### config.mk
export PLATFORM = sky130hd
export DESIGN_NAME = dispatch_top
export DESIGN_NICKNAME = d
export VERILOG_FILES = /design/src/verilog/dispatch_pkg.sv /design/src/verilog/inst_decoder.sv /design/src/verilog/operand_bypass.sv /design/src/verilog/issue_stage.sv /design/src/verilog/dispatch_top.sv
export VERILOG_INCLUDE_DIRS = /design/src /design/src/include
export SDC_FILE = /design/constraint.sdc
export NUM_CORES = 1
export LEC_CHECK = 0
export ABC_AREA = 1
export BUFFER_PORTS_ARGS = -buffer_cell sky130_fd_sc_hd__buf_2
export CORE_AREA = 2 2 315 317
export DETAILED_ROUTE_END_ITERATION = 16
export DIE_AREA = 0 0 317 319
export SLEW_MARGIN = 20
export SYNTH_ARGS = -nofsm -noshare
export SYNTH_HDL_FRONTEND = slang
export SYNTH_SLANG_ARGS = --single-unit
### constraint.sdc
create_clock -name clk -period 0.95 [get_ports clk]
set_input_delay 0 -clock clk [delete_from_list [all_inputs] [get_ports clk]]
set_output_delay 0 -clock clk [all_outputs]
set_load 0.02 [all_outputs]
### src/include/dispatch_settings.svh
`ifndef DISPATCH_SETTINGS_SVH
`define DISPATCH_SETTINGS_SVH

// Datapath width
`define XLEN 32

// Architectural register index width
`define REG_ADDR_W 5

// Reorder buffer geometry
`define ROB_DEPTH 8

// Tag zero means no producer, tags 1 to 7 name ROB entries
`define ROB_TAG_W 3

`endif

### src/verilog/dispatch_pkg.sv
`include "dispatch_settings.svh"

package dispatch_pkg;

    // RV32I major opcodes
    typedef enum logic [6:0] {
        op_lui   = 7'b0110111,
        op_auipc = 7'b0010111,
        op_jal   = 7'b1101111,
        op_jalr  = 7'b1100111,
        op_br    = 7'b1100011,
        op_load  = 7'b0000011,
        op_store = 7'b0100011,
        op_imm   = 7'b0010011,
        op_reg   = 7'b0110011
    } opcode_e;

    // funct3 encoding, sub and sra sit in the unused slt/sltu slots
    typedef enum logic [2:0] {
        alu_add = 3'b000,
        alu_sll = 3'b001,
        alu_sub = 3'b010,
        alu_sra = 3'b011,
        alu_xor = 3'b100,
        alu_srl = 3'b101,
        alu_or  = 3'b110,
        alu_and = 3'b111
    } alu_op_e;

    // Branch funct3, slt/sltu fill the two free codes
    typedef enum logic [2:0] {
        cmp_beq  = 3'b000,
        cmp_bne  = 3'b001,
        cmp_slt  = 3'b010,
        cmp_sltu = 3'b011,
        cmp_blt  = 3'b100,
        cmp_bge  = 3'b101,
        cmp_bltu = 3'b110,
        cmp_bgeu = 3'b111
    } cmp_op_e;

    typedef enum logic [1:0] {
        unit_none = 2'd0,
        unit_alu  = 2'd1,
        unit_cmp  = 2'd2,
        unit_lsb  = 2'd3
    } unit_e;

    typedef struct packed {
        logic [`XLEN-1:0]      value;
        logic [`ROB_TAG_W-1:0] tag;
        logic                  ready;
    } operand_t;

    typedef struct packed {
        logic             ready;
        logic [`XLEN-1:0] value;
    } rob_entry_t;

    typedef rob_entry_t [`ROB_DEPTH-1:0] rob_array_t;

    typedef struct packed {
        logic [`XLEN-1:0] pc;
        logic [31:0]      instr;
    } iq_entry_t;

    typedef struct packed {
        logic [`XLEN-1:0]      rs1_value;
        logic [`ROB_TAG_W-1:0] rs1_tag;
        logic [`XLEN-1:0]      rs2_value;
        logic [`ROB_TAG_W-1:0] rs2_tag;
    } reg_read_t;

    typedef struct packed {
        unit_e                  unit;
        alu_op_e                alu_op;
        cmp_op_e                cmp_op;
        logic                   is_branch;
        logic                   is_store;
        logic [2:0]             mem_funct3;
        logic                   writes_rd;
        logic [`REG_ADDR_W-1:0] rd;
        logic                   uses_rs1;
        logic                   uses_rs2;
        logic [`XLEN-1:0]       imm;
        logic [`XLEN-1:0]       pc;
        opcode_e                opcode;
    } decoded_t;

    typedef struct packed {
        logic                  valid;
        alu_op_e               op;
        operand_t              src1;
        operand_t              src2;
        logic [`ROB_TAG_W-1:0] rob_tag;
    } alu_issue_t;

    typedef struct packed {
        logic                  valid;
        cmp_op_e               op;
        logic                  is_branch;
        operand_t              src1;
        operand_t              src2;
        logic [`XLEN-1:0]      pc;
        logic [`XLEN-1:0]      b_imm;
        logic [`ROB_TAG_W-1:0] rob_tag;
    } cmp_issue_t;

    typedef struct packed {
        logic                  valid;
        logic                  is_store;
        logic [2:0]            funct3;
        operand_t              base;
        operand_t              data;
        logic [`XLEN-1:0]      offset;
        logic [`ROB_TAG_W-1:0] rob_tag;
    } lsb_issue_t;

    typedef struct packed {
        logic                   valid;
        logic [`XLEN-1:0]       pc;
        opcode_e                opcode;
        logic [`REG_ADDR_W-1:0] rd;
    } rob_alloc_t;

    typedef struct packed {
        logic                   valid;
        logic [`REG_ADDR_W-1:0] rd;
        logic [`ROB_TAG_W-1:0]  tag;
    } rename_t;

endpackage

### src/verilog/inst_decoder.sv
`include "dispatch_settings.svh"

module inst_decoder (
    input  dispatch_pkg::iq_entry_t iq_entry_i,
    output dispatch_pkg::decoded_t  dec_o
);

    logic [31:0]      instr;
    logic [2:0]       funct3;
    logic             funct7_b5;
    logic [`XLEN-1:0] i_imm;
    logic [`XLEN-1:0] s_imm;
    logic [`XLEN-1:0] b_imm;
    logic [`XLEN-1:0] u_imm;
    logic [`XLEN-1:0] j_imm;
    logic [`XLEN-1:0] shamt;
    dispatch_pkg::opcode_e opcode;

    assign instr     = iq_entry_i.instr;
    assign opcode    = dispatch_pkg::opcode_e'(instr[6:0]);
    assign funct3    = instr[14:12];
    assign funct7_b5 = instr[30];

    assign i_imm = {{21{instr[31]}}, instr[30:20]};
    assign s_imm = {{21{instr[31]}}, instr[30:25], instr[11:7]};
    assign b_imm = {{20{instr[31]}}, instr[7], instr[30:25], instr[11:8], 1'b0};
    assign u_imm = {instr[31:12], 12'h000};
    assign j_imm = {{12{instr[31]}}, instr[19:12], instr[20], instr[30:21], 1'b0};
    assign shamt = {{(`XLEN-5){1'b0}}, instr[24:20]}; // funct7 bits stripped off

    always_comb begin
        dec_o            = '0;
        dec_o.unit       = dispatch_pkg::unit_none;
        dec_o.alu_op     = dispatch_pkg::alu_add;
        dec_o.cmp_op     = dispatch_pkg::cmp_beq;
        dec_o.mem_funct3 = funct3;
        dec_o.rd         = instr[11:7];
        dec_o.imm        = i_imm;
        dec_o.pc         = iq_entry_i.pc;
        dec_o.opcode     = opcode;

        case (opcode)
            dispatch_pkg::op_lui, dispatch_pkg::op_auipc: begin
                dec_o.unit      = dispatch_pkg::unit_alu;
                dec_o.writes_rd = 1'b1;
                dec_o.imm       = u_imm;
            end

            dispatch_pkg::op_jal: dec_o.imm = j_imm; // Not issued here

            dispatch_pkg::op_br: begin
                dec_o.unit      = dispatch_pkg::unit_cmp;
                dec_o.cmp_op    = dispatch_pkg::cmp_op_e'(funct3);
                dec_o.is_branch = 1'b1;
                dec_o.uses_rs1  = 1'b1;
                dec_o.uses_rs2  = 1'b1;
                dec_o.imm       = b_imm;
            end

            dispatch_pkg::op_load: begin
                dec_o.unit      = dispatch_pkg::unit_lsb;
                dec_o.writes_rd = 1'b1;
                dec_o.uses_rs1  = 1'b1;
            end

            dispatch_pkg::op_store: begin
                dec_o.unit     = dispatch_pkg::unit_lsb;
                dec_o.is_store = 1'b1;
                dec_o.uses_rs1 = 1'b1;
                dec_o.uses_rs2 = 1'b1;
                dec_o.imm      = s_imm;
            end

            dispatch_pkg::op_imm, dispatch_pkg::op_reg: begin
                dec_o.writes_rd = 1'b1;
                dec_o.uses_rs1  = 1'b1;
                dec_o.uses_rs2  = (opcode == dispatch_pkg::op_reg);
                dec_o.unit      = dispatch_pkg::unit_alu;
                case (funct3)
                    3'b000: begin
                        // Only the register form has SUB
                        if (opcode == dispatch_pkg::op_reg && funct7_b5)
                            dec_o.alu_op = dispatch_pkg::alu_sub;
                        else
                            dec_o.alu_op = dispatch_pkg::alu_add;
                    end
                    3'b010: begin
                        dec_o.unit   = dispatch_pkg::unit_cmp;
                        dec_o.cmp_op = dispatch_pkg::cmp_slt;
                    end
                    3'b011: begin
                        dec_o.unit   = dispatch_pkg::unit_cmp;
                        dec_o.cmp_op = dispatch_pkg::cmp_sltu;
                    end
                    3'b101: begin
                        dec_o.alu_op = funct7_b5 ? dispatch_pkg::alu_sra : dispatch_pkg::alu_srl;
                        if (opcode == dispatch_pkg::op_imm)
                            dec_o.imm = shamt;
                    end
                    3'b001: begin
                        dec_o.alu_op = dispatch_pkg::alu_sll;
                        if (opcode == dispatch_pkg::op_imm)
                            dec_o.imm = shamt;
                    end
                    default: dec_o.alu_op = dispatch_pkg::alu_op_e'(funct3); // xor, or, and
                endcase
            end

            default: ; // JALR and unknown words stay unit none
        endcase
    end

endmodule

### src/verilog/operand_bypass.sv
`include "dispatch_settings.svh"

module operand_bypass (
    input  dispatch_pkg::reg_read_t  reg_read_i,
    input  dispatch_pkg::rob_array_t rob_i,
    output dispatch_pkg::operand_t   src1_o,
    output dispatch_pkg::operand_t   src2_o
);

    logic fwd1;
    logic fwd2;

    function automatic dispatch_pkg::operand_t pick(
        input logic                  fwd,
        input logic [`XLEN-1:0]      rob_value,
        input logic [`XLEN-1:0]      reg_value,
        input logic [`ROB_TAG_W-1:0] reg_tag
    );
        dispatch_pkg::operand_t op;
        if (fwd) begin
            op.value = rob_value;
            op.tag   = '0;
            op.ready = 1'b1;
        end else begin
            op.value = reg_value;
            op.tag   = reg_tag;
            op.ready = (reg_tag == '0); // Still waiting on a producer
        end
        return op;
    endfunction

    // Producer already completed in the ROB
    assign fwd1 = (reg_read_i.rs1_tag != '0) && rob_i[reg_read_i.rs1_tag].ready;
    assign fwd2 = (reg_read_i.rs2_tag != '0) && rob_i[reg_read_i.rs2_tag].ready;

    assign src1_o = pick(fwd1, rob_i[reg_read_i.rs1_tag].value, reg_read_i.rs1_value,
                         reg_read_i.rs1_tag);
    assign src2_o = pick(fwd2, rob_i[reg_read_i.rs2_tag].value, reg_read_i.rs2_value,
                         reg_read_i.rs2_tag);

    always_comb begin
        if (fwd1)
            assert (src1_o.tag == '0 && src1_o.ready) else $error("rs1 forward left tagged");
        if (fwd2)
            assert (src2_o.tag == '0 && src2_o.ready) else $error("rs2 forward left tagged");
    end

endmodule

### src/verilog/issue_stage.sv
`include "dispatch_settings.svh"

module issue_stage (
    input  logic                        clk,
    input  logic                        rst_n_i,
    input  logic                        flush_i,
    input  logic                        iq_empty_i,
    input  dispatch_pkg::decoded_t      dec_i,
    input  dispatch_pkg::operand_t      src1_i,
    input  dispatch_pkg::operand_t      src2_i,
    input  logic [`ROB_TAG_W-1:0]       rob_free_tag_i,
    input  logic                        rob_full_i,
    input  logic                        alu_full_i,
    input  logic                        cmp_full_i,
    input  logic                        lsb_full_i,
    output logic                        iq_read_o,
    output dispatch_pkg::alu_issue_t    alu_issue_o,
    output dispatch_pkg::cmp_issue_t    cmp_issue_o,
    output dispatch_pkg::lsb_issue_t    lsb_issue_o,
    output dispatch_pkg::rob_alloc_t    rob_alloc_o,
    output dispatch_pkg::rename_t       rename_o
);

    logic unit_full;
    logic skip;
    logic accept;
    logic issue;
    dispatch_pkg::operand_t   op1;
    dispatch_pkg::operand_t   op2;
    dispatch_pkg::alu_issue_t alu_d;
    dispatch_pkg::alu_issue_t alu_q;
    dispatch_pkg::cmp_issue_t cmp_d;
    dispatch_pkg::cmp_issue_t cmp_q;
    dispatch_pkg::lsb_issue_t lsb_d;
    dispatch_pkg::lsb_issue_t lsb_q;
    dispatch_pkg::rob_alloc_t alloc_d;
    dispatch_pkg::rob_alloc_t alloc_q;
    dispatch_pkg::rename_t    ren_d;
    dispatch_pkg::rename_t    ren_q;
    logic alu_v_q;
    logic cmp_v_q;
    logic lsb_v_q;
    logic alloc_v_q;
    logic ren_v_q;

    always_comb begin
        case (dec_i.unit)
            dispatch_pkg::unit_alu: unit_full = alu_full_i;
            dispatch_pkg::unit_cmp: unit_full = cmp_full_i;
            dispatch_pkg::unit_lsb: unit_full = lsb_full_i;
            default:                unit_full = 1'b0;
        endcase
    end

    // Dropped heads need no ROB entry and no unit
    assign skip   = (dec_i.unit == dispatch_pkg::unit_none) || (dec_i.writes_rd && dec_i.rd == '0);
    assign accept = !iq_empty_i && !flush_i &&
                    (skip || (!rob_full_i && rob_free_tag_i != '0 && !unit_full));
    assign issue     = accept && !skip;
    assign iq_read_o = accept;

    always_comb begin
        op1 = src1_i;
        if (!dec_i.uses_rs1)
            op1.value = (dec_i.opcode == dispatch_pkg::op_auipc) ? dec_i.pc : '0; // AUIPC or LUI
        if (!dec_i.uses_rs1) begin
            op1.tag   = '0;
            op1.ready = 1'b1;
        end
        op2 = src2_i;
        if (!dec_i.uses_rs2)
            op2 = '{value: dec_i.imm, tag: '0, ready: 1'b1};
    end

    always_comb begin
        alu_d.valid   = issue && (dec_i.unit == dispatch_pkg::unit_alu);
        alu_d.op      = dec_i.alu_op;
        alu_d.src1    = op1;
        alu_d.src2    = op2;
        alu_d.rob_tag = rob_free_tag_i;

        cmp_d.valid     = issue && (dec_i.unit == dispatch_pkg::unit_cmp);
        cmp_d.op        = dec_i.cmp_op;
        cmp_d.is_branch = dec_i.is_branch;
        cmp_d.src1      = op1;
        cmp_d.src2      = op2;
        cmp_d.pc        = dec_i.pc;
        cmp_d.b_imm     = dec_i.is_branch ? dec_i.imm : '0;
        cmp_d.rob_tag   = rob_free_tag_i;

        lsb_d.valid    = issue && (dec_i.unit == dispatch_pkg::unit_lsb);
        lsb_d.is_store = dec_i.is_store;
        lsb_d.funct3   = dec_i.mem_funct3;
        lsb_d.base     = op1;
        lsb_d.data     = src2_i;
        if (!dec_i.is_store)
            lsb_d.data = '{value: '0, tag: '0, ready: 1'b1}; // Loads carry no data
        lsb_d.offset   = dec_i.imm;
        lsb_d.rob_tag  = rob_free_tag_i;

        alloc_d.valid  = issue;
        alloc_d.pc     = dec_i.pc;
        alloc_d.opcode = dec_i.opcode;
        alloc_d.rd     = dec_i.writes_rd ? dec_i.rd : '0;

        ren_d.valid = issue && dec_i.writes_rd;
        ren_d.rd    = dec_i.rd;
        ren_d.tag   = rob_free_tag_i;
    end

    always_ff @(posedge clk or negedge rst_n_i) begin
        if (!rst_n_i) begin
            alu_v_q   <= 1'b0;
            cmp_v_q   <= 1'b0;
            lsb_v_q   <= 1'b0;
            alloc_v_q <= 1'b0;
            ren_v_q   <= 1'b0;
        end else begin
            alu_v_q   <= alu_d.valid;
            cmp_v_q   <= cmp_d.valid;
            lsb_v_q   <= lsb_d.valid;
            alloc_v_q <= alloc_d.valid;
            ren_v_q   <= ren_d.valid;
        end
    end

    always_ff @(posedge clk) begin
        if (issue) begin
            alu_q   <= alu_d;
            cmp_q   <= cmp_d;
            lsb_q   <= lsb_d;
            alloc_q <= alloc_d;
            ren_q   <= ren_d;
        end
    end

    always_comb begin
        alu_issue_o       = alu_q;
        alu_issue_o.valid = alu_v_q;
        cmp_issue_o       = cmp_q;
        cmp_issue_o.valid = cmp_v_q;
        lsb_issue_o       = lsb_q;
        lsb_issue_o.valid = lsb_v_q;
        rob_alloc_o       = alloc_q;
        rob_alloc_o.valid = alloc_v_q;
        rename_o          = ren_q;
        rename_o.valid    = ren_v_q;
    end

    a_one_issue: assert property (@(posedge clk) disable iff (!rst_n_i)
        $onehot0({alu_issue_o.valid, cmp_issue_o.valid, lsb_issue_o.valid}));

    a_no_pop_empty: assert property (@(posedge clk) disable iff (!rst_n_i)
        iq_empty_i |-> !iq_read_o);

    a_alloc_matches: assert property (@(posedge clk) disable iff (!rst_n_i)
        rob_alloc_o.valid == (alu_issue_o.valid | cmp_issue_o.valid | lsb_issue_o.valid));

endmodule

### src/verilog/dispatch_top.sv
`include "dispatch_settings.svh"

module dispatch_top (
    input  logic                        clk,
    input  logic                        rst_n_i,
    input  logic                        flush_i,
    input  dispatch_pkg::iq_entry_t     iq_entry_i,
    input  logic                        iq_empty_i,
    output logic                        iq_read_o,
    output logic [`REG_ADDR_W-1:0]      rs1_o,
    output logic [`REG_ADDR_W-1:0]      rs2_o,
    input  dispatch_pkg::reg_read_t     reg_read_i,
    input  dispatch_pkg::rob_array_t    rob_i,
    input  logic [`ROB_TAG_W-1:0]       rob_free_tag_i,
    input  logic                        rob_full_i,
    input  logic                        alu_full_i,
    input  logic                        cmp_full_i,
    input  logic                        lsb_full_i,
    output dispatch_pkg::alu_issue_t    alu_issue_o,
    output dispatch_pkg::cmp_issue_t    cmp_issue_o,
    output dispatch_pkg::lsb_issue_t    lsb_issue_o,
    output dispatch_pkg::rob_alloc_t    rob_alloc_o,
    output dispatch_pkg::rename_t       rename_o
);

    dispatch_pkg::decoded_t dec;
    dispatch_pkg::operand_t src1;
    dispatch_pkg::operand_t src2;

    // Register file read address straight from the queue head
    assign rs1_o = iq_entry_i.instr[19:15];
    assign rs2_o = iq_entry_i.instr[24:20];

    inst_decoder u_decoder (
        .iq_entry_i (iq_entry_i),
        .dec_o      (dec)
    );

    operand_bypass u_bypass (
        .reg_read_i (reg_read_i),
        .rob_i      (rob_i),
        .src1_o     (src1),
        .src2_o     (src2)
    );

    issue_stage u_issue (
        .clk            (clk),
        .rst_n_i        (rst_n_i),
        .flush_i        (flush_i),
        .iq_empty_i     (iq_empty_i),
        .dec_i          (dec),
        .src1_i         (src1),
        .src2_i         (src2),
        .rob_free_tag_i (rob_free_tag_i),
        .rob_full_i     (rob_full_i),
        .alu_full_i     (alu_full_i),
        .cmp_full_i     (cmp_full_i),
        .lsb_full_i     (lsb_full_i),
        .iq_read_o      (iq_read_o),
        .alu_issue_o    (alu_issue_o),
        .cmp_issue_o    (cmp_issue_o),
        .lsb_issue_o    (lsb_issue_o),
        .rob_alloc_o    (rob_alloc_o),
        .rename_o       (rename_o)
    );

endmodule

==> run_results.csv, run 1 <==
group,metric,value,unit
detailed_routing,vias,20100,
floorplan,coreArea,97700,µm²
detailed_routing,avgViaCountPerCell,4.50,
synthesis,syn_area,15700,µm²
power,p_switching,9.98,mW
synthesis,avgSynthCellArea,7.87,µm²
setup_path,path_max_fanout,10,
floorplan,ios,809,
clocking,cts_buffer_depth,3,
detailed_routing,drc_errors,0,
detailed_routing,detail-route-antenna-nets,0,
power,swShare,31.0,%
synthesis,synth_area_leaders,"edfxtp_1, nand2_1, nand3_1",
synthesis,yosysUniqueCellTypes,35,
final_layout,drive_gt1_share,50.6,%
floorplan,die_x,317,µm
power,power_density,1000,nW/µm²
global_route,grtUsageTotal,19.5,%
place,gp_congestion,0.987,
timing,max_freq,0.704,GHz
place,dp_hpwl,80.8,mm
power,p_leak,14.0,nW
timing,rsz0062_at_grt,"true",
clocking,cts_root_buf,"clkbuf_16",
detailed_routing,wl_per_cell,24.6,µm
timing,finalMaxSlewViolations,0,
run,maxCapViolCount,0,
setup_path,critPathArrivalTime,1.72,ns
global_route,antenna_found_initial,39,
detailed_routing,dr.pass1.iters,8,
synthesis,synthArstFlopShare,2.08,%
global_route,grt_pass1_vias,18900,
clocking,path_clk_slew,0.07,ns
synthesis,synth_top_area_share,44.8,%
detailed_routing,drtIter0Drc,1822,
power,seq_power_share,36.3,%
clocking,cts_tree,"yes",
synthesis,ys_seq_elements,240,
place,pre_cts_ws,-1.33,ns
synthesis,synth_cells,2001,
setup_path,cp-end-kind,"register",
hold_path,worst_hold_path_type,"in2reg",
final_layout,nets,3550,
setup_path,cp.required,1.25,ns
setup_path,critical_path_class,"in2reg",
detailed_routing,drt-total-wl,110,mm
timing,timing.hold.ws,-0.0177,ns
timing,fin_crit,1.42,ns
synthesis,synth-seq-area-share,45.6,%
clocking,clkSinkCount,240,
synthesis,synth_fp_nets,2410,
floorplan,die_y,319,µm
floorplan,rows,115,
synthesis,yosys.area.top_type,"edfxtp_1",
power,peakVddDrop,1.41,mV
synthesis,synth_edf_count,235,
place,io_buffers,808,
final_layout,syn_to_final_growth,104,%
global_route,overflow,0,
global_route,grt_max_degree,45,
synthesis,ys.flop_type,"edfxtp_1",
setup_path,cp-start-kind,"input port",
status,violations,"hold timing, setup timing",
final_layout,fin_area,32100,µm²
timing,hold_violations,2,
global_route,grt_pass1_wl,141,mm
timing,setup_ws,-0.470,ns
power,p_int,22.2,mW
place,place_area,22700,µm²
power,comb_power_share,28.6,%
status,outcome,"finished, violations left",
timing,setup_viol,757,
timing,fin_crit_sh,150,%
clocking,h-tree-depth,1,
clocking,cts_buffers,27,
power,clkPwrFrac,35.0,%
floorplan,die_area,101000,µm²
synthesis,yosysWarnings,0,
floorplan,start_util,16.1,%
timing,finalSetupTns,-212.08,ns
==> area by class of cell <==
| type | count | area, µm² |
|---|---|---|
| clock inverters | 20 | 226 |
| flip-flops and latches | 240 | 7180 |
| inverters | 148 | 644 |
| multi-input cells | 1319 | 8190 |
| diodes | 26 | 65.1 |
| clock buffers | 28 | 679 |
| well taps | 1287 | 1610 |
| repair buffers | 1405 | 13500 |
| fillers | 9751 | 65600 |
==> placed cells by master (no fill, tap or decap), drive strengths merged <==
cell type	n
dlygate4sd3	203
diode	26
a31oi	26
a211oi	1
nand3b	1
nand3	324
nor3	7
bufinv	4
a41oi	1
buf	1187
clkinvlp	4
bufbuf	1
clkinv	13
edfxtp	235
clkbuf	42
o22ai	1
nor2	109
a21oi	70
nand2	604
conb	1
inv	147
o211ai	68
o21ai	103
nand4	2
dfrtp	5
a221oi	1
==> registers in the layout, summed over array words and instances, names as in the netlist <==
name,count
u_issue.rob_alloc_o,44
u_issue.lsb_issue_o,111
u_issue.ren_v_q,1
u_issue.alloc_v_q,1
u_issue.lsb_v_q,1
u_issue.rename_o,5
u_issue.alu_v_q,1
u_issue.cmp_v_q,1
u_issue.cmp_issue_o,36
u_issue.alu_issue_o,39
==> final timing paths <==
check,from,to,cells past startpoint
worst max-delay path,iq_entry_i[2],u_issue.lsb_issue_o[29],16
worst min-delay path,iq_empty_i,u_issue.alu_v_q,6
max in group asynchronous,rst_n_i,u_issue.alloc_v_q,3
min in group asynchronous,rst_n_i,u_issue.lsb_v_q,3
==> worst max-delay path: stages <==
cell and delay, ns:
buf_12 0.11, inv_12 0.05, nand2_8 0.05, nor2_8 0.19
nand3_4 0.14, inv_4 0.09, nor2_4 0.04, nand3_2 0.08
nand2_2 0.07, nor2_4 0.11, nand3_4 0.10, clkinvlp_4 0.11
buf_12 0.15, buf_8 0.15, buf_6 0.12, buf_12 0.13
==> cell usage after synthesis (all sizes together), types with 7 or more instances <==
master	instances
nor2	109
nor3	7
nand3	324
o211ai	68
inv	148
a21oi	70
nand2	604
buf	242
clkbuf	52
o21ai	103
a31oi	26
edfxtp	235
==> metal layers <==
metal  vias to the layer above  global-route usage (%)  part of all wire, %
li1                       8924                       -                    -
met1                      9789                    27.1                   42
met2                      1188                    30.7                   45
met3                       205                    3.82                  8.8
met4                        12                    4.85                  3.5
met5                         -                       0                0.070
==> cells by family (layout without fill, tap and decap cells) <==
| group | count (synthesis) | in the layout | synth area share [%] |
|---|---|---|---|
| AO/OA/AOI/OAI | 271 | 271 | 10.0 |
| buffers and inverters | 442 | 1601 | 15.4 |
| flip-flops | 240 | 240 | 45.6 |
| other | 1 | 27 | 0.0238 |
| AND/OR/NAND/NOR | 1047 | 1047 | 29.0 |
==> power groups by stage <==
stage          logic [mW]  registers [mW]  clock network, mW
2_1_floorplan        2.76            12.0                  0
3_3_place_gp         6.59            11.9                  0
3_5_place_dp         6.60            11.9                  0
4_1_cts              8.04            11.7               11.5
5_1_grt              9.83            11.7               11.8
6_report             9.21            11.7               11.3
==> what timing repair did <==
action                                  4_1_cts  5_1_grt
gates resized for setup                     602      769
pin swaps                                    35      134
endpoints found under the setup margin      758      765
endpoints found under the hold margin       209       18
buffers inserted                             55       56
cloned                                       25       16
hold buffers                                198        9
==> per-stage QoR <==
step | util (%) | std cells | power, mW | hold slack, ns
global route | 32.8 | 4457 | 33.3 | -0.0118
finish | 32.8 | 4473 | 32.2 | -0.0177
floorplan | - | 2001 | 14.7 | -0.296
global placement | 23.2 | 4072 | 18.5 | -0.166
CTS | 29.6 | 4398 | 31.2 | -0.413
detailed placement | 23.2 | 4072 | 18.5 | -0.167
No activity file was read; power rests on OpenSTA's default activity.
==> run 2: changes to the inputs <==
==> constraint.sdc (replaced) <==
create_clock -name clk -period 1.5 [get_ports clk]
set_input_delay 0 -clock clk [delete_from_list [all_inputs] [get_ports clk]]
set_output_delay 0 -clock clk [all_outputs]
set_load 0.02 [all_outputs]
==> run 2 against run 1 <==
Compared with the run above: the flow now finishes without violations; via count down 7.9%; core utilization down 7.1 points; design area down 22%; sequential power down 37%; worst hold slack better by 0.037 ns; cell count down 4.0%; non-clock buffer count down 169; sequential share of layout area up 6.2 points; clock-buffer cell count up 5; critical path type unchanged; critical endpoint is now u_issue.cmp_v_q.
==> run_results.csv, run 2 (same netlist as run 1, synthesis figures left out) <==
group,metric,value,unit
clocking,h-tree-depth,1,
power,power_density,721,nW/µm²
timing,max_freq,0.678,GHz
timing,setup_viol,0,
setup_path,cp_top_family,"buffers and inverters",
detailed_routing,drt-total-wl,97.4,mm
detailed_routing,drc_errors,0,
place,io_buffers,808,
global_route,grt_pass1_vias,17400,
detailed_routing,drtIter0Drc,1641,
global_route,grt_pass1_wl,129,mm
setup_path,cp-start-kind,"input port",
power,p_leak,11.0,nW
floorplan,die_area,101000,µm²
hold_path,worst_hold_path_type,"in2reg",
final_layout,mostFrequentLayoutCells,"buf_2, nand2_1, nand3_1, edfxtp_1, buf_4",
detailed_routing,avgViaCountPerCell,4.32,
floorplan,coreArea,97700,µm²
detailed_routing,wl_per_cell,22.7,µm
detailed_routing,m1WireLength,41.5,mm
clocking,clkSinkCount,240,
floorplan,ios,809,
final_layout,fill_cells,10600,
final_layout,layout_commonest_cell,"buf_2",
setup_path,cp_slowest_cell,"dlygate4sd3_1",
setup_path,cp.required,2.04,ns
final_layout,drive_gt1_share,39.4,%
setup_path,cp-end-kind,"register",
power,seq_power_share,40.9,%
timing,timing.hold.ws,0.0192,ns
run,maxCapViolCount,0,
clocking,cts_root_buf,"clkbuf_16",
power,swShare,30.6,%
setup_path,critical_path_class,"in2reg",
detailed_routing,dr.pass1.iters,5,
floorplan,start_util,16.1,%
clocking,cts_tree,"yes",
global_route,antenna_found_initial,27,
power,p_int,12.6,mW
timing,worst_pin_slew,0.636,ns
power,comb_power_share,23.1,%
detailed_routing,vias,18500,
setup_path,critPathBufInv,5,
floorplan,rows,115,
power,peakVddDrop,0.853,mV
detailed_routing,wl_met3,7.47,mm
place,placedCellCount,4035,
detailed_routing,detail-route-antenna-nets,0,
setup_path,path_max_fanout,8,
global_route,grt_max_degree,38,
detailed_routing,top_layer,"met5",
timing,finalMaxSlewViolations,0,
timing,hold_violations,0,
floorplan,die_y,319,µm
clocking,path_clk_slew,0.06,ns
setup_path,crit_path_frequent_cell,"dlygate4sd3_1",
detailed_routing,routed-wl-met2,45.6,mm
power,p_switching,5.54,mW
timing,fin_crit,1.48,ns
status,outcome,"finished, final reports clean",
setup_path,max_stage_delay,0.61,ns
place,gp_congestion,0.946,
global_route,grtUsageTotal,17.9,%
setup_path,critPathArrivalTime,2.02,ns
floorplan,die_x,317,µm
setup_path,crit_chain,"buf_2, inv_16, nand2_8, nor2_8, nand3_1, nand2_2, inv_1, dlygate4sd3_1, nor2_1, dlygate4sd3_1",
timing,slew-limit-headroom,57.4,%
place,dp_hpwl,79.6,mm
timing,fin_crit_sh,98.3,%
place,place_area,21900,µm²
global_route,overflow,0,
final_layout,fin_area,25100,µm²
final_layout,nets,3382,
final_layout,final_cells,4294,
clocking,cts_buffer_depth,3,
power,clkPwrFrac,36.0,%
final_layout,syn_to_final_growth,59.5,%
final_layout,largest_reg_flops,111,
clocking,cts_buffers,28,
## run 2: cell count changes in the layout (fill, tap and decap cells not counted), moves of 54 or more
cell	delta
buf_6	-410
buf_2	+366
nand2_1	+117
nand3_1	+100
nand2_4	-73
nand3_2	-62
buf_12	-54
## run 2: layout make-up
type | count | area [µm²] | area share (%)
timing repair buffer | 1236 | 8540 | 34.0
sequential | 240 | 7180 | 28.6
multi-input combinational | 1319 | 6300 | 25.1
tap | 1287 | 1610 | 6.41
clock buffer | 33 | 719 | 2.86
inverter | 148 | 591 | 2.35
clock inverter | 17 | 135 | 0.538
antenna | 14 | 35.0 | 0.140
## run 2: tightest hold or removal path, delay by kind of cell
kind / cells / cell delay [ns]
AO/OA/AOI/OAI: 1 / 0.07
AND/OR/NAND/NOR: 1 / 0.08
buffers and inverters: 2 / 0.30
## run 2: what timing repair did
item,in CTS,in global routing
hold buffers,176,4
gates resized for setup,0,42
hold endpoints to repair,209,4
setup endpoints to repair,0,238
setup buffers,0,10
## run 2: path summary, 6_finish.rpt
kind                       slack (ns)  depth (start not counted)     startpoint                       to
max in group asynchronous        0.98                          3        rst_n_i          u_issue.cmp_v_q
setup / recovery                 0.02                         10  iq_entry_i[3]          u_issue.cmp_v_q
min in group asynchronous        0.31                          3        rst_n_i        u_issue.alloc_v_q
hold / removal                   0.02                          4  iq_entry_i[5]  u_issue.alu_issue_o[76]
## run 2: power groups by stage
| stage | sequential, mW | combinational, mW | clock (mW) |
|---|---|---|---|
| final | 7.39 | 4.18 | 6.52 |
| after global routing | 7.39 | 4.52 | 6.92 |
| after CTS | 7.39 | 4.16 | 6.70 |
| after detailed placement | 7.53 | 3.78 | 0 |
| after global placement | 7.53 | 3.78 | 0 |
| after floorplan | 7.58 | 1.58 | 0 |
## run 2: per-layer routing
metal | GRT usage (%) | vias up
li1 | - | 8519
met1 | 23.7 | 8955
met2 | 28.8 | 937
met3 | 3.54 | 109
met4 | 6.51 | 16
met5 | 0 | -
## run 2: per-stage QoR
stage | setup TNS (ns) | setup slack, ns | power (mW) | utilization, %
floorplan | -746.45 | -3.16 | 9.15 | -
global placement | -169.93 | -0.609 | 11.3 | 22.5
detailed placement | -156.84 | -0.559 | 11.3 | 22.5
CTS | 0 | 0.0154 | 18.3 | 25.1
global route | -0.0352 | -0.0201 | 18.8 | 25.7
finish | 0 | 0.0249 | 18.1 | 25.7
